`config.mk`:
```
export PLATFORM = sky130hd
export DESIGN_NAME = cart_loader
export DESIGN_NICKNAME = d
export VERILOG_FILES = /design/src/verilog/nes_rom_pkg.sv /design/src/verilog/nes_cheat_pkg.sv /design/src/verilog/ines_header_parser.sv /design/src/verilog/rom_load_sequencer.sv /design/src/verilog/mem_write_stager.sv /design/src/verilog/cheat_code_assembler.sv /design/src/verilog/cart_loader.sv
export SDC_FILE = /design/constraint.sdc
export NUM_CORES = 1
export LEC_CHECK = 0
export BUFFER_PORTS_ARGS = -buffer_cell sky130_fd_sc_hd__buf_2
export CAP_MARGIN = 20
export CORE_MARGIN = 3
export CORE_UTILIZATION = 55
export DETAILED_ROUTE_END_ITERATION = 10
export PLACE_DENSITY = 0.77
export SYNTH_ARGS = -nofsm -noshare
export SYNTH_HDL_FRONTEND = slang
export SYNTH_SLANG_ARGS = --single-unit
export TNS_END_PERCENT = 20
```
`constraint.sdc`:
```
create_clock -name clk -period 4.6 [get_ports clk]
set_input_delay 0.23 -clock clk [delete_from_list [all_inputs] [get_ports clk]]
set_output_delay 0.23 -clock clk [all_outputs]
set_load 0.03 [all_outputs]
```
`src/verilog/nes_rom_pkg.sv`:
```
/*
 * Download bus, iNES header and cartridge memory definitions.
 * Memory map is fixed: PRG from 0, CHR from 0x200000, 4 MB in total.
 */
`default_nettype none

package nes_rom_pkg;

	typedef logic [7:0]  byte_t;         // Download or memory data
	typedef logic [24:0] dl_addr_t;      // Byte offset within a download
	typedef logic [21:0] mem_addr_t;     // Cartridge memory address
	typedef logic [7:0]  file_type_t;    // Host file index
	typedef logic [31:0] mapper_flags_t;

	// Host download bus, one byte per wr cycle
	typedef struct packed {
		logic       active;
		logic       wr;
		dl_addr_t   addr;
		byte_t      data;
		file_type_t file_type;
	} dl_bus_t;

	typedef struct packed {
		logic      wr;
		mem_addr_t addr;
		byte_t     data;
	} mem_wr_t;

	localparam int        HEADER_BYTES   = 16;
	localparam mem_addr_t PRG_BASE       = 22'h000000;
	localparam mem_addr_t CHR_BASE       = 22'h200000;
	localparam int        PRG_PAGE_SHIFT = 14;            // 16 KB pages
	localparam int        CHR_PAGE_SHIFT = 13;            // 8 KB pages

	// "NES" then 0x1A, byte 0 in the top byte
	localparam logic [31:0] INES_MAGIC = {8'h4E, 8'h45, 8'h53, 8'h1A};

	localparam int POST_LOAD_RESET_CYCLES = 255;

endpackage

`default_nettype wire

```
`src/verilog/nes_cheat_pkg.sv`:
```
/*
 * Cheat code layout. Each field is 32 bits; byte order within a
 * field follows the download byte order, lowest byte first.
 */
`default_nettype none

package nes_cheat_pkg;

	localparam int CHEAT_FIELD_BITS = 32;

	typedef struct packed {
		logic [CHEAT_FIELD_BITS-1:0] flags;
		logic [CHEAT_FIELD_BITS-1:0] address;
		logic [CHEAT_FIELD_BITS-1:0] compare;
		logic [CHEAT_FIELD_BITS-1:0] replace;
	} cheat_code_t;

	// Host file index reserved for cheat codes
	localparam logic [7:0] CHEAT_FILE_TYPE = 8'hFF;

endpackage

`default_nettype wire

```
`src/verilog/ines_header_parser.sv`:
```
/*
 * Holds the 16 iNES header bytes and decodes them combinationally.
 * Outputs are only meaningful once all 16 bytes have been written.
 * Trainers are rejected; FDS headers are not recognised.
 */
`timescale 1ns/10ps
`default_nettype none

module ines_header_parser (
	input  logic                       clk,
	input  logic                       reset_nes,
	input  logic                       hdr_wr,
	input  logic [3:0]                 hdr_index,
	input  nes_rom_pkg::byte_t         hdr_byte,
	input  logic                       invert_mirroring,
	output logic                       header_ok,
	output nes_rom_pkg::mem_addr_t     prg_bytes,
	output nes_rom_pkg::mem_addr_t     chr_bytes,
	output nes_rom_pkg::mapper_flags_t flags
);
	import nes_rom_pkg::*;

	// Page count to a 3 bit size code that is 0 for one page or none
	function automatic logic [2:0] size_code(input byte_t pages);
		logic [2:0] code;
		code = 3'd0;
		for (int i = 0; i < 7; i++) begin
			if (pages > (9'd1 << i))
				code = 3'(i + 1);
		end
		return code;
	endfunction

	byte_t      hdr [HEADER_BYTES];
	logic       is_nes20;
	logic       is_dirty;
	logic       tail_nonzero;
	logic [7:0] mapper;
	logic [2:0] prg_size;
	logic [2:0] chr_size;
	logic       chr_ram;
	logic       mirroring;
	byte_t      nes2_byte8;
	logic [3:0] prg_ram_shift;

	always_ff @(posedge clk) begin
		if (reset_nes) begin
			for (int i = 0; i < HEADER_BYTES; i++)
				hdr[i] <= 8'h00;
		end else if (hdr_wr) begin
			hdr[hdr_index] <= hdr_byte;
		end
	end

	//////////////////////////////////////// 
	// Header checks

	assign header_ok = ({hdr[0], hdr[1], hdr[2], hdr[3]} == INES_MAGIC) && !hdr[6][2];

	assign is_nes20 = (hdr[7][3:2] == 2'b10);

	// Junk left in bytes 9..15 by old dump tools
	always_comb begin
		tail_nonzero = (hdr[9][7:1] != 7'd0);
		for (int i = 10; i < HEADER_BYTES; i++) begin
			if (hdr[i] != 8'd0)
				tail_nonzero = 1'b1;
		end
	end

	assign is_dirty = !is_nes20 && tail_nonzero;

	//////////////////////////////////////// 
	// Flag word fields

	assign mapper = {is_dirty ? 4'h0 : hdr[7][7:4], hdr[6][7:4]};

	assign prg_bytes = mem_addr_t'(hdr[4]) << PRG_PAGE_SHIFT;
	assign chr_bytes = mem_addr_t'(hdr[5]) << CHR_PAGE_SHIFT;
	assign prg_size  = size_code(hdr[4]);
	assign chr_size  = size_code(hdr[5]);
	assign chr_ram   = (hdr[5] == 8'd0); // No CHR ROM pages

	assign mirroring     = hdr[6][0] ^ invert_mirroring;
	assign nes2_byte8    = is_nes20 ? hdr[8] : 8'h00;        // Submapper and mapper MSBs
	assign prg_ram_shift = is_nes20 ? hdr[10][3:0] : 4'h0;   // PRG RAM is 64 << shift

	assign flags = {
		2'b00,
		prg_ram_shift,
		hdr[6][1],      // Battery
		nes2_byte8,
		hdr[6][3],      // Four-screen
		chr_ram,
		mirroring,
		chr_size,
		prg_size,
		mapper
	};

endmodule

`default_nettype wire

```
`src/verilog/rom_load_sequencer.sv`:
```
/*
 * Steps a ROM download through header, PRG and CHR.
 * Bytes past the end of the CHR image are dropped.
 * A start pulse may coincide with byte 0 of the new download.
 */
`timescale 1ns/10ps
`default_nettype none

module rom_load_sequencer (
	input  logic                   clk,
	input  logic                   reset_nes,
	input  logic                   start,
	input  logic                   byte_wr,
	input  nes_rom_pkg::byte_t     byte_in,
	input  logic                   header_ok,
	input  nes_rom_pkg::mem_addr_t prg_bytes,
	input  nes_rom_pkg::mem_addr_t chr_bytes,
	output logic                   hdr_wr,
	output logic [3:0]             hdr_index,
	output nes_rom_pkg::mem_wr_t   wr_req,
	output logic                   busy,
	output logic                   done,
	output logic                   error
);
	import nes_rom_pkg::*;

	typedef enum logic [2:0] {
		S_HEADER,
		S_PRG,
		S_CHR,
		S_DONE,
		S_ERROR
	} load_state_t;

	load_state_t state;
	logic [3:0]  hdr_cnt;
	mem_addr_t   addr_cnt;
	mem_addr_t   bytes_left;
	logic        in_image;

	// Start forces header byte 0 in the same cycle
	assign hdr_wr    = byte_wr && (start || state == S_HEADER);
	assign hdr_index = start ? 4'd0 : hdr_cnt;

	assign in_image = !start && (state == S_PRG || state == S_CHR) && (bytes_left != '0);
	assign wr_req   = '{wr: byte_wr && in_image, addr: addr_cnt, data: byte_in};

	always_ff @(posedge clk) begin
		if (reset_nes) begin
			state      <= S_HEADER;
			hdr_cnt    <= 4'd0;
			addr_cnt   <= PRG_BASE;
			bytes_left <= '0;
			busy       <= 1'b0;
			done       <= 1'b0;
			error      <= 1'b0;
		end else if (start) begin
			state   <= S_HEADER;
			hdr_cnt <= {3'd0, byte_wr};
			busy    <= 1'b0;
			done    <= 1'b0;
			error   <= 1'b0;
		end else begin
			unique case (state)
				S_HEADER: if (byte_wr) begin
					hdr_cnt <= hdr_cnt + 4'd1;
					if (hdr_cnt == 4'(HEADER_BYTES - 1)) begin
						if (header_ok) begin // Parser already holds bytes 0..6
							state      <= S_PRG;
							busy       <= 1'b1;
							addr_cnt   <= PRG_BASE;
							bytes_left <= prg_bytes;
						end else begin
							state <= S_ERROR;
							error <= 1'b1;
							done  <= 1'b1;
						end
					end
				end
				S_PRG, S_CHR: begin
					if (bytes_left != '0) begin
						if (byte_wr) begin
							addr_cnt   <= addr_cnt + 1'b1;
							bytes_left <= bytes_left - 1'b1;
						end
					end else if (state == S_PRG) begin
						state      <= S_CHR;
						addr_cnt   <= CHR_BASE;
						bytes_left <= chr_bytes; // Zero with CHR RAM
					end else begin
						state <= S_DONE;
						busy  <= 1'b0;
						done  <= 1'b1;
					end
				end
				default: ; // Done and error wait for the next start
			endcase
		end
	end

endmodule

`default_nettype wire

```
`src/verilog/mem_write_stager.sv`:
```
/*
 * One-entry write buffer in front of the slotted cartridge memory.
 * The host must honour dl_wait; a request while one is pending
 * overwrites it.
 */
`timescale 1ns/10ps
`default_nettype none

module mem_write_stager (
	input  logic                 clk,
	input  logic                 reset_nes,
	input  nes_rom_pkg::mem_wr_t wr_req,
	input  logic                 mem_slot,
	output nes_rom_pkg::mem_wr_t mem,
	output logic                 dl_wait
);
	import nes_rom_pkg::*;

	mem_addr_t held_addr;    // Address and data of the pending write
	byte_t     held_data;
	logic      pending;
	logic      fire;

	always_ff @(posedge clk) begin
		if (wr_req.wr) begin
			held_addr <= wr_req.addr;
			held_data <= wr_req.data;
		end
	end

	always_ff @(posedge clk) begin
		if (reset_nes) begin
			pending <= 1'b0;
			fire    <= 1'b0;
		end else begin
			fire <= pending && mem_slot;
			if (wr_req.wr)
				pending <= 1'b1;
			else if (mem_slot)
				pending <= 1'b0;  // Released into this slot
		end
	end

	// Held stays stable through the fire cycle
	assign mem     = '{wr: fire, addr: held_addr, data: held_data};
	assign dl_wait = pending;

endmodule

`default_nettype wire

```
`src/verilog/cheat_code_assembler.sv`:
```
/*
 * Collects 16 download bytes into one cheat code.
 * Byte index wraps, so a longer file yields one code per 16 bytes.
 */
`timescale 1ns/10ps
`default_nettype none

module cheat_code_assembler (
	input  logic                       clk,
	input  logic                       reset_nes,
	input  logic                       byte_wr,
	input  logic [3:0]                 byte_index,
	input  nes_rom_pkg::byte_t         byte_in,
	output nes_cheat_pkg::cheat_code_t cheat_code,
	output logic                       cheat_strobe
);
	import nes_cheat_pkg::*;

	logic [4:0] bit_base;    // Byte position within its field

	assign bit_base = {byte_index[1:0], 3'b000};

	always_ff @(posedge clk) begin
		if (byte_wr) begin
			unique case (byte_index[3:2])
				2'd0: cheat_code.flags[bit_base +: 8]   <= byte_in;
				2'd1: cheat_code.address[bit_base +: 8] <= byte_in;
				2'd2: cheat_code.compare[bit_base +: 8] <= byte_in;
				2'd3: cheat_code.replace[bit_base +: 8] <= byte_in;
				default: ;
			endcase
		end
	end

	// Code is complete once the last replace byte lands
	always_ff @(posedge clk) begin
		if (reset_nes)
			cheat_strobe <= 1'b0;
		else
			cheat_strobe <= byte_wr && (byte_index == 4'd15);
	end

endmodule

`default_nettype wire

```
`src/verilog/cart_loader.sv`:
```
/*
 * Cartridge loader top. File type 0xFF goes to the cheat path, every
 * other type is treated as an iNES ROM. Holds the core in reset until
 * the first ROM load and for 255 cycles after each load.
 */
`timescale 1ns/10ps
`default_nettype none

module cart_loader (
	input  logic                       clk,
	input  logic                       reset_nes,
	input  nes_rom_pkg::dl_bus_t       dl,
	output logic                       dl_wait,
	input  logic                       invert_mirroring,
	input  logic                       mem_slot,
	output nes_rom_pkg::mem_wr_t       mem,
	output logic                       busy,
	output logic                       done,
	output logic                       error,
	output nes_rom_pkg::mapper_flags_t mapper_flags,
	output logic                       core_reset,
	output nes_cheat_pkg::cheat_code_t cheat_code,
	output logic                       cheat_strobe
);
	import nes_rom_pkg::*;
	import nes_cheat_pkg::*;

	logic          is_cheat;
	logic          rom_active;
	logic          rom_active_q;
	logic          rom_start;
	logic          hdr_wr;
	logic [3:0]    hdr_index;
	logic          header_ok;
	mem_addr_t     prg_bytes;
	mem_addr_t     chr_bytes;
	mapper_flags_t flags;
	mem_wr_t       wr_req;
	logic          done_q;
	logic          booted;      // First ROM download seen
	logic [7:0]    rst_cnt;

	assign is_cheat   = (dl.file_type == CHEAT_FILE_TYPE);
	assign rom_active = dl.active && !is_cheat;
	assign rom_start  = rom_active && !rom_active_q;

	ines_header_parser parser_inst (
		.clk              (clk),
		.reset_nes        (reset_nes),
		.hdr_wr           (hdr_wr),
		.hdr_index        (hdr_index),
		.hdr_byte         (dl.data),
		.invert_mirroring (invert_mirroring),
		.header_ok        (header_ok),
		.prg_bytes        (prg_bytes),
		.chr_bytes        (chr_bytes),
		.flags            (flags)
	);

	rom_load_sequencer sequencer_inst (
		.clk       (clk),
		.reset_nes (reset_nes),
		.start     (rom_start),
		.byte_wr   (dl.wr && rom_active),
		.byte_in   (dl.data),
		.header_ok (header_ok),
		.prg_bytes (prg_bytes),
		.chr_bytes (chr_bytes),
		.hdr_wr    (hdr_wr),
		.hdr_index (hdr_index),
		.wr_req    (wr_req),
		.busy      (busy),
		.done      (done),
		.error     (error)
	);

	mem_write_stager stager_inst (
		.clk       (clk),
		.reset_nes (reset_nes),
		.wr_req    (wr_req),
		.mem_slot  (mem_slot),
		.mem       (mem),
		.dl_wait   (dl_wait)
	);

	cheat_code_assembler cheat_inst (
		.clk          (clk),
		.reset_nes    (reset_nes),
		.byte_wr      (dl.wr && dl.active && is_cheat),
		.byte_index   (dl.addr[3:0]),
		.byte_in      (dl.data),
		.cheat_code   (cheat_code),
		.cheat_strobe (cheat_strobe)
	);

	//////////////////////////////////////// 
	// Flag latch and core reset

	always_ff @(posedge clk) begin
		if (reset_nes) begin
			rom_active_q <= 1'b0;
			done_q       <= 1'b0;
			booted       <= 1'b0;
			rst_cnt      <= 8'd0;
			mapper_flags <= '0;
		end else begin
			rom_active_q <= rom_active;
			done_q       <= done;
			if (rom_active)
				booted <= 1'b1;
			if (done && !done_q && !error)
				mapper_flags <= flags;
			if (rom_active || busy)
				rst_cnt <= 8'(POST_LOAD_RESET_CYCLES); // Restarts until both are low
			else if (rst_cnt != 8'd0)
				rst_cnt <= rst_cnt - 8'd1;
		end
	end

	assign core_reset = !booted || rom_active || busy || error || (rst_cnt != 8'd0);

endmodule

`default_nettype wire

```
==> impl_metrics.csv <==
group,metric,value,unit
critical_path,cp.required,4.82,ns
critical_path,critPathMaxFanout,9,
clock_network,clock_path_buffers,3,
timing,slew_viol_final,0,
synthesis,syn_avg_cell_area,12.76,um^2
timing,period_share,0.6875,
clock_network,cts-htree-levels,2,
pwr,peakVddDrop,437.8,uV
clock_network,cts_buffers,38,
critical_path,slowest_stage,"nor3_1",
cells_and_area,num_antenna_cells,0,
critical_path,cp-end-kind,"register",
hold_path,hold-path-endpoint,"cheat_inst.cheat_strobe",
global_route,grt_pass1_wl,55420,um
synthesis,synth.most_common_cell,"edfxtp_1",
global_route,grt_max_degree,66,
critical_path,cpMostUsedCell,"nor3_1",
clock_network,path_clk_slew,0.06,ns
clock_network,insertion_delay,0.54,ns
route,drt-total-wl,35770,um
global_route,grt_pass1_vias,10190,
cells_and_area,area_growth,17.23,%
synthesis,ys_seq_elements,381,
floorplan,die_w,172.3,um
route,drt_iter0_markers,810,
place,dp_hpwl,23500,um
timing,maxSlewHeadroom,0.2713,
pwr,p_per_area,414.7,nW/um^2
pwr,p_total,7.396,mW
place,place.gp.congestion,0.8672,
critical_path,timing.rr.start,"sequencer_inst.state[0]",
synthesis,syn_area,15210,um^2
timing,tns,0,ns
global_route,grt.total_usage,0.2386,
synthesis,async_flop_share,0,
critical_path,r2r_slack,1.44,ns
synthesis,synth.area.top_cells,"edfxtp_1 (56%), dfxtp_1 (13%), and2_1 (7.0%), a21oi_1 (2.8%), nor2_1 (1.6%)",
hold_path,hold_path.class,"input pin to register",
synthesis,synthTopCellsByCount,"edfxtp_1 (283), and2_1 (169), dfxtp_1 (98)",
place,dp_cells,1739,
route,detail-route-antenna-nets,0,
route,dr.pass1.iters,5,
critical_path,rr_endpoint,"parser_inst.hdr[1][2]",
timing,setup_viol,0,
synthesis,synth_edf_count,283,
run_status,status,"finished, final reports clean",
cells_and_area,finalCoreUtilization,0.6580,
cells_and_area,drive_gt1_frac,0.2221,
critical_path,critPathTopFamily,"simple AND/OR/NAND/NOR gates",
floorplan,io_pins,244,
floorplan,start_util,0.5613,
synthesis,synth.distinct_cells,68,
critical_path,crit_buf_inv,0,
synthesis,ys_warn_count,0,
floorplan,rows,60,
clock_network,postCtsSetupRepairBufs,0,
synthesis,syn_inst,1192,
route,via_count,10420,
synthesis,synth_area_leader_cell,"edfxtp_1",
clock_network,cts_tree,"done",
pwr,leakagePower,6.105,nW
cells_and_area,nNetsFinal,1473,
synthesis,synth.top_cell.area_share,0.5586,
timing,period_needed,3.162,ns
critical_path,crit_chain,"or3_1 -> a211o_1 -> nor3_1 -> nand3b_1 -> nor3_1 -> or2_2",
critical_path,critPathArrivalTime,3.38,ns
timing,worst_slew_pin_slew,1.082,ns
timing,final_hold_viol_count,0,
cells_and_area,layoutNonFillerInstCount,1817,
critical_path,cp-start-kind,"register",
route,wire_per_inst,19.69,um
global_route,antenna_found_initial,0,
synthesis,yosysSeqAreaShare,0.6876,
hold_path,hold_start,"dl[17]",
timing,rsz0062_at_grt,"false",
hold_path,hold_depth,3,
flow_run,maxCapViolCount,0,
timing,skew,0.02001,ns
clock_network,clock-sinks,381,
synthesis,ys.flop_type,"edfxtp_1",
floorplan,coreArea,27100,um^2
route,avgViaCountPerCell,5.736,
critical_path,max_stage_delay,0.69,ns
floorplan,die_h,172.3,um
route,drc,0,
global_route,grt-ovfl-total,0,
clock_network,cts_root_buf,"clkbuf_16",
place,portBuffers,220,
floorplan,die-area,29690,um^2
critical_path,r2r_cells,6,
timing,fmax,316.2,MHz
critical_path,crit_type,"register to register",
==> flip-flops by register name, indices dropped and copies added (netlist names) <==
register	cells
stager_inst.held_addr	22
sequencer_inst.state	3
sequencer_inst.hdr_cnt	4
sequencer_inst.addr_cnt	22
cheat_inst.cheat_strobe	1
booted	1
parser_inst.hdr	125
stager_inst.dl_wait	1
mapper_flags	30
done_q	1
rom_active_q	1
sequencer_inst.done	1
rst_cnt	8
sequencer_inst.busy	1
stager_inst.held_data	8
sequencer_inst.bytes_left	22
stager_inst.fire	1
sequencer_inst.error	1
cheat_inst.cheat_code	128
==> cell families (layout without fill, tap and decap cells) <==
| logic type | after synthesis | count (layout) | share of synthesized area |
|---|---|---|---|
| multiplexers | 5 | 5 | 0.003454 |
| adder cells (fa/ha/maj) | 9 | 9 | 0.007403 |
| XOR/XNOR | 9 | 9 | 0.005181 |
| AO/OA/AOI/OAI | 210 | 210 | 0.08546 |
| flip-flops | 381 | 381 | 0.6876 |
| buffers and inverters | 85 | 337 | 0.02607 |
| AND/OR/NAND/NOR | 492 | 492 | 0.1846 |
| other | 1 | 2 | 0.0002465 |
==> worst max-delay path by stage <==
stage | from | end | slack, ns | cells after the start
after detailed placement | sequencer_inst.state[0] | parser_inst.hdr[3][0] | 1.47 | 5
after CTS | sequencer_inst.state[0] | parser_inst.hdr[3][3] | 1.42 | 5
after global routing | sequencer_inst.bytes_left[7] | sequencer_inst.bytes_left[1] | 1.19 | 9
final | sequencer_inst.state[0] | parser_inst.hdr[1][2] | 1.44 | 6
after floorplan | sequencer_inst.bytes_left[0] | stager_inst.held_addr[0] | 0.62 | 7
after global placement | sequencer_inst.bytes_left[14] | sequencer_inst.bytes_left[1] | 1.57 | 8
==> cell type report <==
class,instances,area (um^2)
clock buffer,52,1013
inverter,23,86.33
sequential,381,10460
timing repair buffer,246,1316
tap,372,465.4
clock inverter,16,123.9
multi-input combinational,727,4368
fill,1987,9268
==> layout by cell type (no fill, tap or decap), drive strengths merged, types with 14 or more instances in the layout <==
master / synthesis / final
or4: 25 / 25
o21ai: 38 / 38
nor3: 40 / 40
or3: 16 / 16
nor4: 27 / 27
clkbuf: 44 / 56
dfxtp: 98 / 98
inv: 23 / 26
nand3: 27 / 27
edfxtp: 283 / 283
nand2: 56 / 56
buf: 18 / 239
nand4: 14 / 14
o31ai: 27 / 27
a21oi: 86 / 86
and2: 169 / 169
nor2: 66 / 66
==> through the flow <==
step           hold WS [ns]  instance area, um^2  setup WS, ns
6_report             0.1217                17830         1.438
4_1_cts              0.1046                17770         1.417
3_3_place_gp         0.4391                16600         1.565
5_1_grt              0.1228                17830         1.194
3_5_place_dp         0.4410                16600         1.465
2_1_floorplan        0.3289                15220        0.6187
==> routing by layer <==
metal  vias up  track usage  share of wire
met4         0      0.09025          0.034
met3        91      0.06630          0.085
met5         -            0              0
li1       4884            -              -
met2       384       0.4026           0.49
met1      5064       0.2952           0.39
==> where the power goes <==
| part | internal (mW) | leakage (nW) | total [mW] | switching (mW) |
|---|---|---|---|---|
| logic | 0.211 | 2.28 | 0.742 | 0.531 |
| clock network | 1.57 | 0.559 | 2.84 | 1.27 |
| registers | 3.76 | 3.26 | 3.81 | 0.0553 |
==> worst reg2reg max path, delay by kind of cell, from the launching register on <==
kind             cells  cell delay, ns
flip-flops           1            0.38
AND/OR/NAND/NOR      5            2.19
AO/OA/AOI/OAI        1            0.28
==> timing repair <==
action                                 in CTS  in global routing
endpoints found under the hold margin       4                  0
hold buffers                                3                  0
gates resized for setup                     0                  0
No activity file was read; power rests on OpenSTA's default activity.
